$ cat src/common/rv_core_pkg.sv
package rv_core_pkg;

    localparam int XLEN       = 32;
    localparam int REG_ADDR_W = 5;

    localparam logic [31:0] RESET_PC      = 32'h8000_0000;
    localparam logic [31:0] TRAP_VEC      = 32'h8000_0100;
    localparam logic [31:0] MTIMECMP_ADDR = 32'hF000_0000;

    localparam logic [31:0] NOP_INSTR       = 32'h0000_0013; // addi x0, x0, 0
    localparam logic [31:0] TRAP_LINK_INSTR = 32'h0000_0f97; // auipc x31, 0
    localparam logic [31:0] WFI_INSTR       = 32'h1050_0073;

    typedef enum logic [6:0] {
        OPC_LUI    = 7'b0110111,
        OPC_AUIPC  = 7'b0010111,
        OPC_JAL    = 7'b1101111,
        OPC_JALR   = 7'b1100111,
        OPC_BRANCH = 7'b1100011,
        OPC_LOAD   = 7'b0000011,
        OPC_STORE  = 7'b0100011,
        OPC_OP_IMM = 7'b0010011,
        OPC_OP     = 7'b0110011,
        OPC_SYSTEM = 7'b1110011
    } opcode_t;

    typedef enum logic [3:0] {
        ALU_ADD,
        ALU_SUB,
        ALU_AND,
        ALU_OR,
        ALU_XOR,
        ALU_SLT,
        ALU_SLL,
        ALU_SRL,
        ALU_PASS_B
    } alu_op_t;

    typedef enum logic [2:0] {
        S_FETCH,
        S_EXEC,
        S_MEM,
        S_WB,
        S_WFI,
        S_TRAP,
        S_HALT
    } core_state_t;

    typedef enum logic [2:0] {
        C_ALU,
        C_LOAD,
        C_STORE,
        C_JUMP,
        C_BRANCH,
        C_WFI,
        C_ECALL
    } instr_class_t;

endpackage

$ cat src/core/core_ctrl.sv
module core_ctrl (
    input  logic        CLK,
    input  logic        arst_n,
    input  logic        busy,
    input  logic        error,
    input  logic [31:0] rdata,
    output logic        ren,
    output logic        wen,
    output logic [31:0] addr,
    output logic [31:0] wdata,
    output logic [3:0]  byte_en,
    output logic [31:0] instr,
    output logic [31:0] pc,
    input  rv_core_pkg::instr_class_t iclass,
    input  logic [31:0] wb_value,
    input  logic [31:0] next_pc,
    input  logic [31:0] mem_addr,
    input  logic [31:0] store_data,
    input  logic [3:0]  store_lanes,
    output logic [31:0] load_data,
    output logic        rf_we,
    input  logic        irq_pending,
    output logic        irq_ack,
    output logic        mtimecmp_we,
    output logic        wfi,
    output logic        halt
);

    rv_core_pkg::core_state_t state, after_retire;
    logic [31:0] ir;
    logic        timer_store;
    logic        data_phase;

    assign timer_store = (iclass == rv_core_pkg::C_STORE) &&
                         (mem_addr == rv_core_pkg::MTIMECMP_ADDR);
    assign after_retire = irq_pending ? rv_core_pkg::S_TRAP : rv_core_pkg::S_FETCH;
    assign data_phase = (state == rv_core_pkg::S_MEM);

    // Trap cycle runs auipc x31, 0 through the datapath to save the return pc
    assign instr = (state == rv_core_pkg::S_TRAP) ? rv_core_pkg::TRAP_LINK_INSTR : ir;

    assign ren = (state == rv_core_pkg::S_FETCH) ||
                 (data_phase && iclass == rv_core_pkg::C_LOAD);
    assign wen = data_phase && (iclass == rv_core_pkg::C_STORE);
    assign addr    = data_phase ? mem_addr : pc;
    assign byte_en = data_phase ? store_lanes : 4'hf;
    assign wdata   = store_data;

    assign rf_we = (state == rv_core_pkg::S_EXEC &&
                    (iclass == rv_core_pkg::C_ALU || iclass == rv_core_pkg::C_JUMP)) ||
                   (state == rv_core_pkg::S_WB && iclass == rv_core_pkg::C_LOAD) ||
                   (state == rv_core_pkg::S_TRAP);
    assign mtimecmp_we = (state == rv_core_pkg::S_EXEC) && timer_store;
    assign irq_ack = (state == rv_core_pkg::S_TRAP);
    assign wfi     = (state == rv_core_pkg::S_WFI);
    assign halt    = (state == rv_core_pkg::S_HALT);

    always_ff @(posedge CLK or negedge arst_n) begin
        if (!arst_n) begin
            state <= rv_core_pkg::S_WB; // Leaves WB on the first edge into fetch
            pc    <= rv_core_pkg::RESET_PC;
            ir    <= rv_core_pkg::NOP_INSTR;
        end else begin
            case (state)
                rv_core_pkg::S_FETCH: begin
                    if (!busy) begin
                        ir    <= rdata;
                        state <= error ? rv_core_pkg::S_HALT : rv_core_pkg::S_EXEC;
                    end
                end
                rv_core_pkg::S_EXEC: begin
                    pc <= next_pc;
                    case (iclass)
                        rv_core_pkg::C_LOAD:  state <= rv_core_pkg::S_MEM;
                        rv_core_pkg::C_STORE: state <= timer_store ? after_retire
                                                                   : rv_core_pkg::S_MEM;
                        rv_core_pkg::C_WFI:   state <= rv_core_pkg::S_WFI;
                        rv_core_pkg::C_ECALL: state <= rv_core_pkg::S_HALT;
                        default:              state <= after_retire;
                    endcase
                end
                rv_core_pkg::S_MEM: begin
                    if (!busy) begin
                        state <= error ? rv_core_pkg::S_HALT : rv_core_pkg::S_WB;
                    end
                end
                rv_core_pkg::S_WB: state <= after_retire;
                rv_core_pkg::S_WFI: begin
                    if (irq_pending) begin
                        state <= rv_core_pkg::S_TRAP;
                    end
                end
                rv_core_pkg::S_TRAP: begin
                    pc    <= rv_core_pkg::TRAP_VEC;
                    state <= rv_core_pkg::S_FETCH;
                end
                default: state <= rv_core_pkg::S_HALT;
            endcase
        end
    end

    // Load word captured on the completing edge
    always_ff @(posedge CLK) begin
        if (data_phase && !busy) begin
            load_data <= rdata;
        end
    end

    a_one_request: assert property (@(posedge CLK) disable iff (!arst_n)
        !(ren && wen));

    a_hold_on_busy: assert property (@(posedge CLK) disable iff (!arst_n)
        (ren || wen) && busy |=> $stable(addr) && $stable(byte_en) && $stable(wdata));

endmodule

$ cat src/core/exec_unit.sv
module exec_unit (
    input  logic [31:0] instr,
    input  logic [31:0] pc,
    input  logic [31:0] rs1_val,
    input  logic [31:0] rs2_val,
    input  logic [31:0] load_data,
    output logic [rv_core_pkg::REG_ADDR_W-1:0] rs1,
    output logic [rv_core_pkg::REG_ADDR_W-1:0] rs2,
    output logic [rv_core_pkg::REG_ADDR_W-1:0] rd,
    output rv_core_pkg::instr_class_t iclass,
    output logic [31:0] wb_value,
    output logic [31:0] next_pc,
    output logic [31:0] mem_addr,
    output logic [31:0] store_data,
    output logic [3:0]  store_lanes
);

    rv_core_pkg::opcode_t  opcode;
    rv_core_pkg::alu_op_t  alu_op;
    logic [2:0]  funct3;
    logic [31:0] imm_i, imm_s, imm_b, imm_u, imm_j;
    logic [31:0] alu_a, alu_b, alu_res;
    logic [31:0] pc_plus4;
    logic [7:0]  lb_byte;
    logic        taken, byte_access;

    assign opcode = rv_core_pkg::opcode_t'(instr[6:0]);
    assign funct3 = instr[14:12];
    assign rs1    = instr[19:15];
    assign rs2    = instr[24:20];
    assign rd     = instr[11:7];

    assign imm_i = {{20{instr[31]}}, instr[31:20]};
    assign imm_s = {{20{instr[31]}}, instr[31:25], instr[11:7]};
    assign imm_b = {{19{instr[31]}}, instr[31], instr[7], instr[30:25], instr[11:8], 1'b0};
    assign imm_u = {instr[31:12], 12'h000};
    assign imm_j = {{11{instr[31]}}, instr[31], instr[19:12], instr[20], instr[30:21], 1'b0};

    assign pc_plus4 = pc + 32'd4;

    always_comb begin
        case (funct3)
            3'b000:  taken = (rs1_val == rs2_val);
            3'b001:  taken = (rs1_val != rs2_val);
            3'b100:  taken = ($signed(rs1_val) < $signed(rs2_val));
            default: taken = ($signed(rs1_val) >= $signed(rs2_val));
        endcase
    end

    always_comb begin
        iclass  = rv_core_pkg::C_ECALL; // Anything not matched below halts the core
        alu_op  = rv_core_pkg::ALU_ADD;
        alu_a   = rs1_val;
        alu_b   = imm_i;
        next_pc = pc_plus4;
        case (opcode)
            rv_core_pkg::OPC_LUI: begin
                iclass = rv_core_pkg::C_ALU;
                alu_op = rv_core_pkg::ALU_PASS_B;
                alu_b  = imm_u;
            end
            rv_core_pkg::OPC_AUIPC: begin
                iclass = rv_core_pkg::C_ALU;
                alu_a  = pc;
                alu_b  = imm_u;
            end
            rv_core_pkg::OPC_JAL: begin
                iclass  = rv_core_pkg::C_JUMP;
                next_pc = pc + imm_j;
            end
            rv_core_pkg::OPC_JALR: begin
                iclass  = rv_core_pkg::C_JUMP;
                next_pc = {alu_res[31:1], 1'b0};
            end
            rv_core_pkg::OPC_BRANCH: begin
                if (funct3[2:1] != 2'b01 && funct3[2:1] != 2'b11) begin
                    iclass  = rv_core_pkg::C_BRANCH;
                    next_pc = taken ? pc + imm_b : pc_plus4;
                end
            end
            rv_core_pkg::OPC_LOAD: begin
                if (funct3 == 3'b000 || funct3 == 3'b010) iclass = rv_core_pkg::C_LOAD;
            end
            rv_core_pkg::OPC_STORE: begin
                alu_b = imm_s;
                if (funct3 == 3'b000 || funct3 == 3'b010) iclass = rv_core_pkg::C_STORE;
            end
            rv_core_pkg::OPC_OP_IMM, rv_core_pkg::OPC_OP: begin
                if (opcode == rv_core_pkg::OPC_OP) alu_b = rs2_val;
                iclass = rv_core_pkg::C_ALU;
                case (funct3)
                    3'b000: alu_op = (opcode == rv_core_pkg::OPC_OP && instr[30]) ?
                                     rv_core_pkg::ALU_SUB : rv_core_pkg::ALU_ADD;
                    3'b001: alu_op = rv_core_pkg::ALU_SLL;
                    3'b010: alu_op = rv_core_pkg::ALU_SLT;
                    3'b100: alu_op = rv_core_pkg::ALU_XOR;
                    3'b101: alu_op = rv_core_pkg::ALU_SRL;
                    3'b110: alu_op = rv_core_pkg::ALU_OR;
                    3'b111: alu_op = rv_core_pkg::ALU_AND;
                    default: iclass = rv_core_pkg::C_ECALL; // No unsigned compare
                endcase
                if (funct3 == 3'b101 && instr[30]) iclass = rv_core_pkg::C_ECALL; // No SRA
            end
            rv_core_pkg::OPC_SYSTEM: begin
                if (instr == rv_core_pkg::WFI_INSTR) iclass = rv_core_pkg::C_WFI;
            end
            default: ;
        endcase
    end

    always_comb begin
        case (alu_op)
            rv_core_pkg::ALU_SUB:    alu_res = alu_a - alu_b;
            rv_core_pkg::ALU_AND:    alu_res = alu_a & alu_b;
            rv_core_pkg::ALU_OR:     alu_res = alu_a | alu_b;
            rv_core_pkg::ALU_XOR:    alu_res = alu_a ^ alu_b;
            rv_core_pkg::ALU_SLT:    alu_res = {31'd0, $signed(alu_a) < $signed(alu_b)};
            rv_core_pkg::ALU_SLL:    alu_res = alu_a << alu_b[4:0];
            rv_core_pkg::ALU_SRL:    alu_res = alu_a >> alu_b[4:0];
            rv_core_pkg::ALU_PASS_B: alu_res = alu_b;
            default:                 alu_res = alu_a + alu_b;
        endcase
    end

    assign mem_addr    = alu_res;
    assign byte_access = (funct3[1:0] == 2'b00);
    assign store_data  = byte_access ? {4{rs2_val[7:0]}} : rs2_val;
    assign store_lanes = byte_access ? (4'b0001 << mem_addr[1:0]) : 4'hf;
    assign lb_byte     = load_data[8*mem_addr[1:0] +: 8];

    always_comb begin
        case (iclass)
            rv_core_pkg::C_JUMP: wb_value = pc_plus4;
            rv_core_pkg::C_LOAD: wb_value = byte_access ? {{24{lb_byte[7]}}, lb_byte}
                                                        : load_data;
            default:             wb_value = alu_res;
        endcase
    end

endmodule

$ cat src/core/reg_file.sv
module reg_file (
    input  logic        CLK,
    input  logic        arst_n,
    input  logic        we,
    input  logic [rv_core_pkg::REG_ADDR_W-1:0] waddr,
    input  logic [rv_core_pkg::XLEN-1:0]       wdata,
    input  logic [rv_core_pkg::REG_ADDR_W-1:0] raddr1,
    input  logic [rv_core_pkg::REG_ADDR_W-1:0] raddr2,
    output logic [rv_core_pkg::XLEN-1:0]       rdata1,
    output logic [rv_core_pkg::XLEN-1:0]       rdata2
);

    logic [rv_core_pkg::XLEN-1:0] regs [1:31]; // x0 has no storage

    always_ff @(posedge CLK or negedge arst_n) begin
        if (!arst_n) begin
            for (int i = 1; i < 32; i++) begin
                regs[i] <= '0;
            end
        end else if (we && waddr != '0) begin
            regs[waddr] <= wdata;
        end
    end

    assign rdata1 = (raddr1 == '0) ? '0 : regs[raddr1];
    assign rdata2 = (raddr2 == '0) ? '0 : regs[raddr2];

endmodule

$ cat src/hw/irq_ctrl.sv
module irq_ctrl (
    input  logic        CLK,
    input  logic        arst_n,
    input  logic        ext_int,
    input  logic        ext_int_clear,
    input  logic        soft_int,
    input  logic        soft_int_clear,
    input  logic        timer_int,
    input  logic        timer_int_clear,
    input  logic [63:0] mtime,
    input  logic        mtimecmp_we,
    input  logic [31:0] mtimecmp_data,
    input  logic        irq_ack,
    output logic        irq_pending
);

    logic [31:0] mtimecmp;
    logic        ext_pend, soft_pend, timer_pend;
    logic        timer_hit;

    // Zero compare value disarms the timer
    assign timer_hit = (mtimecmp != 32'd0) && (mtime[31:0] >= mtimecmp);

    always_ff @(posedge CLK or negedge arst_n) begin
        if (!arst_n) begin
            ext_pend   <= 1'b0;
            soft_pend  <= 1'b0;
            timer_pend <= 1'b0;
            mtimecmp   <= 32'd0;
        end else begin
            if (ext_int_clear || irq_ack) ext_pend <= 1'b0;
            else if (ext_int) ext_pend <= 1'b1;

            if (soft_int_clear || irq_ack) soft_pend <= 1'b0;
            else if (soft_int) soft_pend <= 1'b1;

            timer_pend <= timer_int || timer_hit; // Level, not latched

            if (timer_int_clear) mtimecmp <= 32'd0;
            else if (mtimecmp_we) mtimecmp <= mtimecmp_data;
        end
    end

    assign irq_pending = ext_pend | soft_pend | timer_pend;

    a_irq_has_source: assert property (@(posedge CLK) disable iff (!arst_n)
        $rose(irq_pending) |-> $past(ext_int || soft_int || timer_int || timer_hit));

endmodule

$ cat src/hw/top_core.sv
module top_core (
    input  logic        CLK,
    input  logic        arst_n,
    input  logic [63:0] mtime,
    output logic        wfi,
    output logic        halt,
    input  logic        busy,
    input  logic        error,
    input  logic [31:0] rdata,
    output logic        ren,
    output logic        wen,
    output logic [3:0]  byte_en,
    output logic [31:0] addr,
    output logic [31:0] wdata,
    input  logic        ext_int,
    input  logic        ext_int_clear,
    input  logic        soft_int,
    input  logic        soft_int_clear,
    input  logic        timer_int,
    input  logic        timer_int_clear
);

    logic [31:0] instr, pc, wb_value, next_pc, mem_addr;
    logic [31:0] store_data, load_data, rs1_val, rs2_val;
    logic [3:0]  store_lanes;
    logic [rv_core_pkg::REG_ADDR_W-1:0] rs1, rs2, rd;
    logic        rf_we, irq_pending, irq_ack, mtimecmp_we;
    rv_core_pkg::instr_class_t iclass;

    core_ctrl u_core_ctrl (
        .CLK(CLK), .arst_n(arst_n),
        .busy(busy), .error(error), .rdata(rdata),
        .ren(ren), .wen(wen), .addr(addr), .wdata(wdata), .byte_en(byte_en),
        .instr(instr), .pc(pc), .iclass(iclass),
        .wb_value(wb_value), .next_pc(next_pc), .mem_addr(mem_addr),
        .store_data(store_data), .store_lanes(store_lanes), .load_data(load_data),
        .rf_we(rf_we), .irq_pending(irq_pending), .irq_ack(irq_ack),
        .mtimecmp_we(mtimecmp_we), .wfi(wfi), .halt(halt)
    );

    exec_unit u_exec_unit (
        .instr(instr), .pc(pc), .rs1_val(rs1_val), .rs2_val(rs2_val),
        .load_data(load_data), .rs1(rs1), .rs2(rs2), .rd(rd), .iclass(iclass),
        .wb_value(wb_value), .next_pc(next_pc), .mem_addr(mem_addr),
        .store_data(store_data), .store_lanes(store_lanes)
    );

    reg_file u_reg_file (
        .CLK(CLK), .arst_n(arst_n), .we(rf_we), .waddr(rd), .wdata(wb_value),
        .raddr1(rs1), .raddr2(rs2), .rdata1(rs1_val), .rdata2(rs2_val)
    );

    irq_ctrl u_irq_ctrl (
        .CLK(CLK), .arst_n(arst_n),
        .ext_int(ext_int), .ext_int_clear(ext_int_clear),
        .soft_int(soft_int), .soft_int_clear(soft_int_clear),
        .timer_int(timer_int), .timer_int_clear(timer_int_clear),
        .mtime(mtime), .mtimecmp_we(mtimecmp_we), .mtimecmp_data(store_data),
        .irq_ack(irq_ack), .irq_pending(irq_pending)
    );

endmodule

$ cat config.mk
export PLATFORM = sky130hd
export DESIGN_NAME = top_core
export DESIGN_NICKNAME = d
export VERILOG_FILES = /design/src/common/rv_core_pkg.sv /design/src/core/core_ctrl.sv /design/src/core/exec_unit.sv /design/src/core/reg_file.sv /design/src/hw/irq_ctrl.sv /design/src/hw/top_core.sv
export SDC_FILE = /design/constraint.sdc
export NUM_CORES = 2
export LEC_CHECK = 0
export BUFFER_PORTS_ARGS = -buffer_cell sky130_fd_sc_hd__buf_2
export CAP_MARGIN = 0
export CELL_PAD_IN_SITES_DETAIL_PLACEMENT = 1
export CELL_PAD_IN_SITES_GLOBAL_PLACEMENT = 2
export CORE_MARGIN = 1.5
export CORE_UTILIZATION = 43
export DETAILED_ROUTE_END_ITERATION = 7
export PLACE_DENSITY_LB_ADDON = 0.1
export SLEW_MARGIN = 30
export SYNTH_ARGS = -nofsm -noshare
export SYNTH_HDL_FRONTEND = slang
export SYNTH_SLANG_ARGS = --single-unit
$ cat constraint.sdc
create_clock -name CLK -period 17.1 [get_ports CLK]
set_input_delay 0 -clock CLK [delete_from_list [all_inputs] [get_ports CLK]]
set_output_delay 0 -clock CLK [all_outputs]
set_load 0.02 [all_outputs]
==> reports/metrics.yaml <==
arrival_ps: 12840
max_freq_mhz: 82.2
multi_input_area_sq_mm: 0.0451
setup_violations: 0
cts_tree: "built"
dp.cells: 11300
synth_cell_types: 118
die_area_sq_mm: 0.182
path_common_cell: "buf_4"
root_buffer: "clkbuf_16"
worst-path-buf-inv: 6
antenna_found_initial: 28
hpwl_mm: 283
gr-total-overflow: 0
grt_use_total: 0.464
ctsHoldBuffers: 87
drive_gt1_frac: 0.124
worst_slack_ps: 4930
status: "finished, final reports clean"
hold_path_class: "in -> reg"
synth_area_per_cell_sq_um: 8.30
ys_seq_area_frac: 0.366
cts_resized: 0
first_global_vias: 79900
io_buffers: 145
via_per_inst: 7.05
tightest_slew_ps: 1160
grt_first_pass_wirelength_mm: 607
io_pins: 178
path_clk_slew_ps: 70
seq_area_sq_mm: 0.0283
syn_to_final_growth_pct: 11.4
first_pass_iters: 8
nNetsFinal: 9444
final.fill_count: 20900
finalCritPeriodShare: 0.712
start_kind: "flop"
layoutNonFillerInstCount: 11600
finalHoldViolCount: 0
syn_nets: 9639
start_util: 0.433
preCtsSetupSlack_ps: 5480
syn-cell-area_sq_mm: 0.0773
final.setup.tns_ps: 0
async_flop_share: 0.972
crit_fanout: 47
worstPathRequired_ps: 17780
ys.flop_type: "dfrtp_1"
drv_cap: 0
drc_errors: 0
endpoint_kind: "flop"
fin_area_sq_mm: 0.0862
cp_slowest_stage_delay_ps: 930
yosys_warnings: 0
period_minus_slack_ps: 12170
core_sq_mm: 0.179
cts_buffer_depth: 3
via_count: 81900
drtAntennaViolNets: 0
synth_cells: 9320
wire_per_inst_um: 37.3
drt-initial-drc-count: 9832
globalplace.congestion: 1.02
synth_seq_cells: 1125
rows: 155
grt_setup_unrepaired: "no"
cts.sinks: 1125
crit_family: "compound AO/OA/AOI/OAI gates"
critPathKind: "reg -> reg"
clock_latency_ps: 840
totalWireLength_mm: 433
htreeDepth: 4
slew_headroom: 0.227
grt_max_degree: 163
cts_buffers: 138
die_h_um: 427
clock_skew_ps: 41.2
synth-edff-count: 32
die_w_um: 427
cts_setup_buffers: 0
critPathSlowestCell: "and4_2"
dpl_cell_area_sq_mm: 0.0804
slew_viol_final: 0
==> state kept, by name (all words and copies together), names as in the netlist <==
register	count
u_reg_file.regs	992
u_irq_ctrl.mtimecmp	32
u_core_ctrl.pc	31
u_irq_ctrl.ext_pend	1
u_core_ctrl.ir	32
u_core_ctrl.state	3
u_core_ctrl.load_data	32
u_irq_ctrl.timer_pend	1
u_irq_ctrl.soft_pend	1
==> Yosys cell counts (all sizes together), types with 52 or more instances <==
cell type     n  share of area
o221ai      188          0.021
or3          52         0.0042
buf         364          0.026
nand2b       63         0.0051
nor3        166          0.011
and3         74         0.0060
o21ai      1241          0.080
o211ai      116          0.011
a21o         98         0.0095
dfrtp      1087           0.35
nand4        53         0.0043
nand3       170          0.011
and2         56         0.0045
inv         193         0.0094
ha          209          0.034
a221o        65         0.0084
a221oi      133          0.017
a211oi      121          0.012
clkbuf      538          0.026
xnor2        63         0.0071
a21oi       799          0.052
a2111oi      68         0.0083
nor2b       104         0.0084
mux2i       319          0.041
mux2        147          0.021
a31oi        56         0.0050
o22ai       126          0.010
nor2        640          0.031
nand2      1288          0.063
==> cell families after synthesis <==
kind of cell               after synthesis  synth area share
AOI/OAI and AO/OA                     3513             0.292
xor gates and xnor gates                89            0.0101
adders and majority gates              213            0.0348
buffers and inverters                 1099            0.0617
DFF                                   1125             0.366
muxes                                  512            0.0763
and+or+nand+nor                       2769             0.159
==> worst min-delay path, stage by stage <==
cell and delay [ps]:
dlygate4sd3_1 530, buf_2 140, mux2_2 150
==> final timing paths <==
kind / to / depth (start not counted) / from / slack [ps]
min reg2reg: u_reg_file.regs[172] / 2 / u_reg_file.regs[172] / 480
min: u_core_ctrl.ir[4] / 3 / rdata[4] / 40
max in group asynchronous: u_core_ctrl.ir[20] / 7 / arst_n / 13720
max: u_irq_ctrl.mtimecmp[12] / 30 / u_core_ctrl.ir[20] / 4930
max reg2reg: u_irq_ctrl.mtimecmp[12] / 30 / u_core_ctrl.ir[20] / 4930
min in group asynchronous: u_reg_file.regs[220] / 4 / arst_n / 380
==> metrics by stage <==
stage	hold WS [ps]	utilization
after floorplan	-296	-
after CTS	1.60	0.481
after global routing	29.5	0.482
final	43.7	0.483
after detailed placement	128	0.450
after global placement	118	0.450
==> layout by cell type, fill, tap and decap left out, drive strengths merged, types with 56 or more instances in the layout <==
master       instances
a21oi              799
a21o                98
clkbuf             203
nor2b              104
buf                481
o221ai             188
dfrtp             1087
a221oi             133
o21ai             1241
o22ai              126
dlygate4sd3         86
nand2             1288
nand2b              63
inv                202
and2                56
a221o               65
mux2               147
nor2               640
nand3              170
ha                 209
a211oi             121
mux2i              319
a2111oi             68
o211ai             116
and3                74
a31oi               56
xnor2               63
nor3               166
==> per-layer routing <==
| metal | track usage | vias up | part of all wire | wire [um] |
|---|---|---|---|---|
| met3 | 0.124 | 1521 | 0.10 | 43500 |
| met5 | 0 | - | 0.00022 | 97 |
| met1 | 0.575 | 41500 | 0.38 | 165000 |
| li1 | - | 33900 | - | - |
| met4 | 0.354 | 14 | 0.087 | 37800 |
| met2 | 0.688 | 4990 | 0.43 | 187000 |
==> final cells by class <==
type / count / share of cell area
Antenna cell: 28 / 0.000813
Multi-Input combinational cell: 7096 / 0.523
Clock buffer: 203 / 0.0467
Inverter: 197 / 0.00868
Timing Repair Buffer: 567 / 0.0503
Clock inverter: 47 / 0.00720
Tap cell: 2355 / 0.0342
Sequential cell: 1125 / 0.329
Power is not shown: default switching activity piles up to over one toggle a cycle in this logic, so the estimate is an artifact.
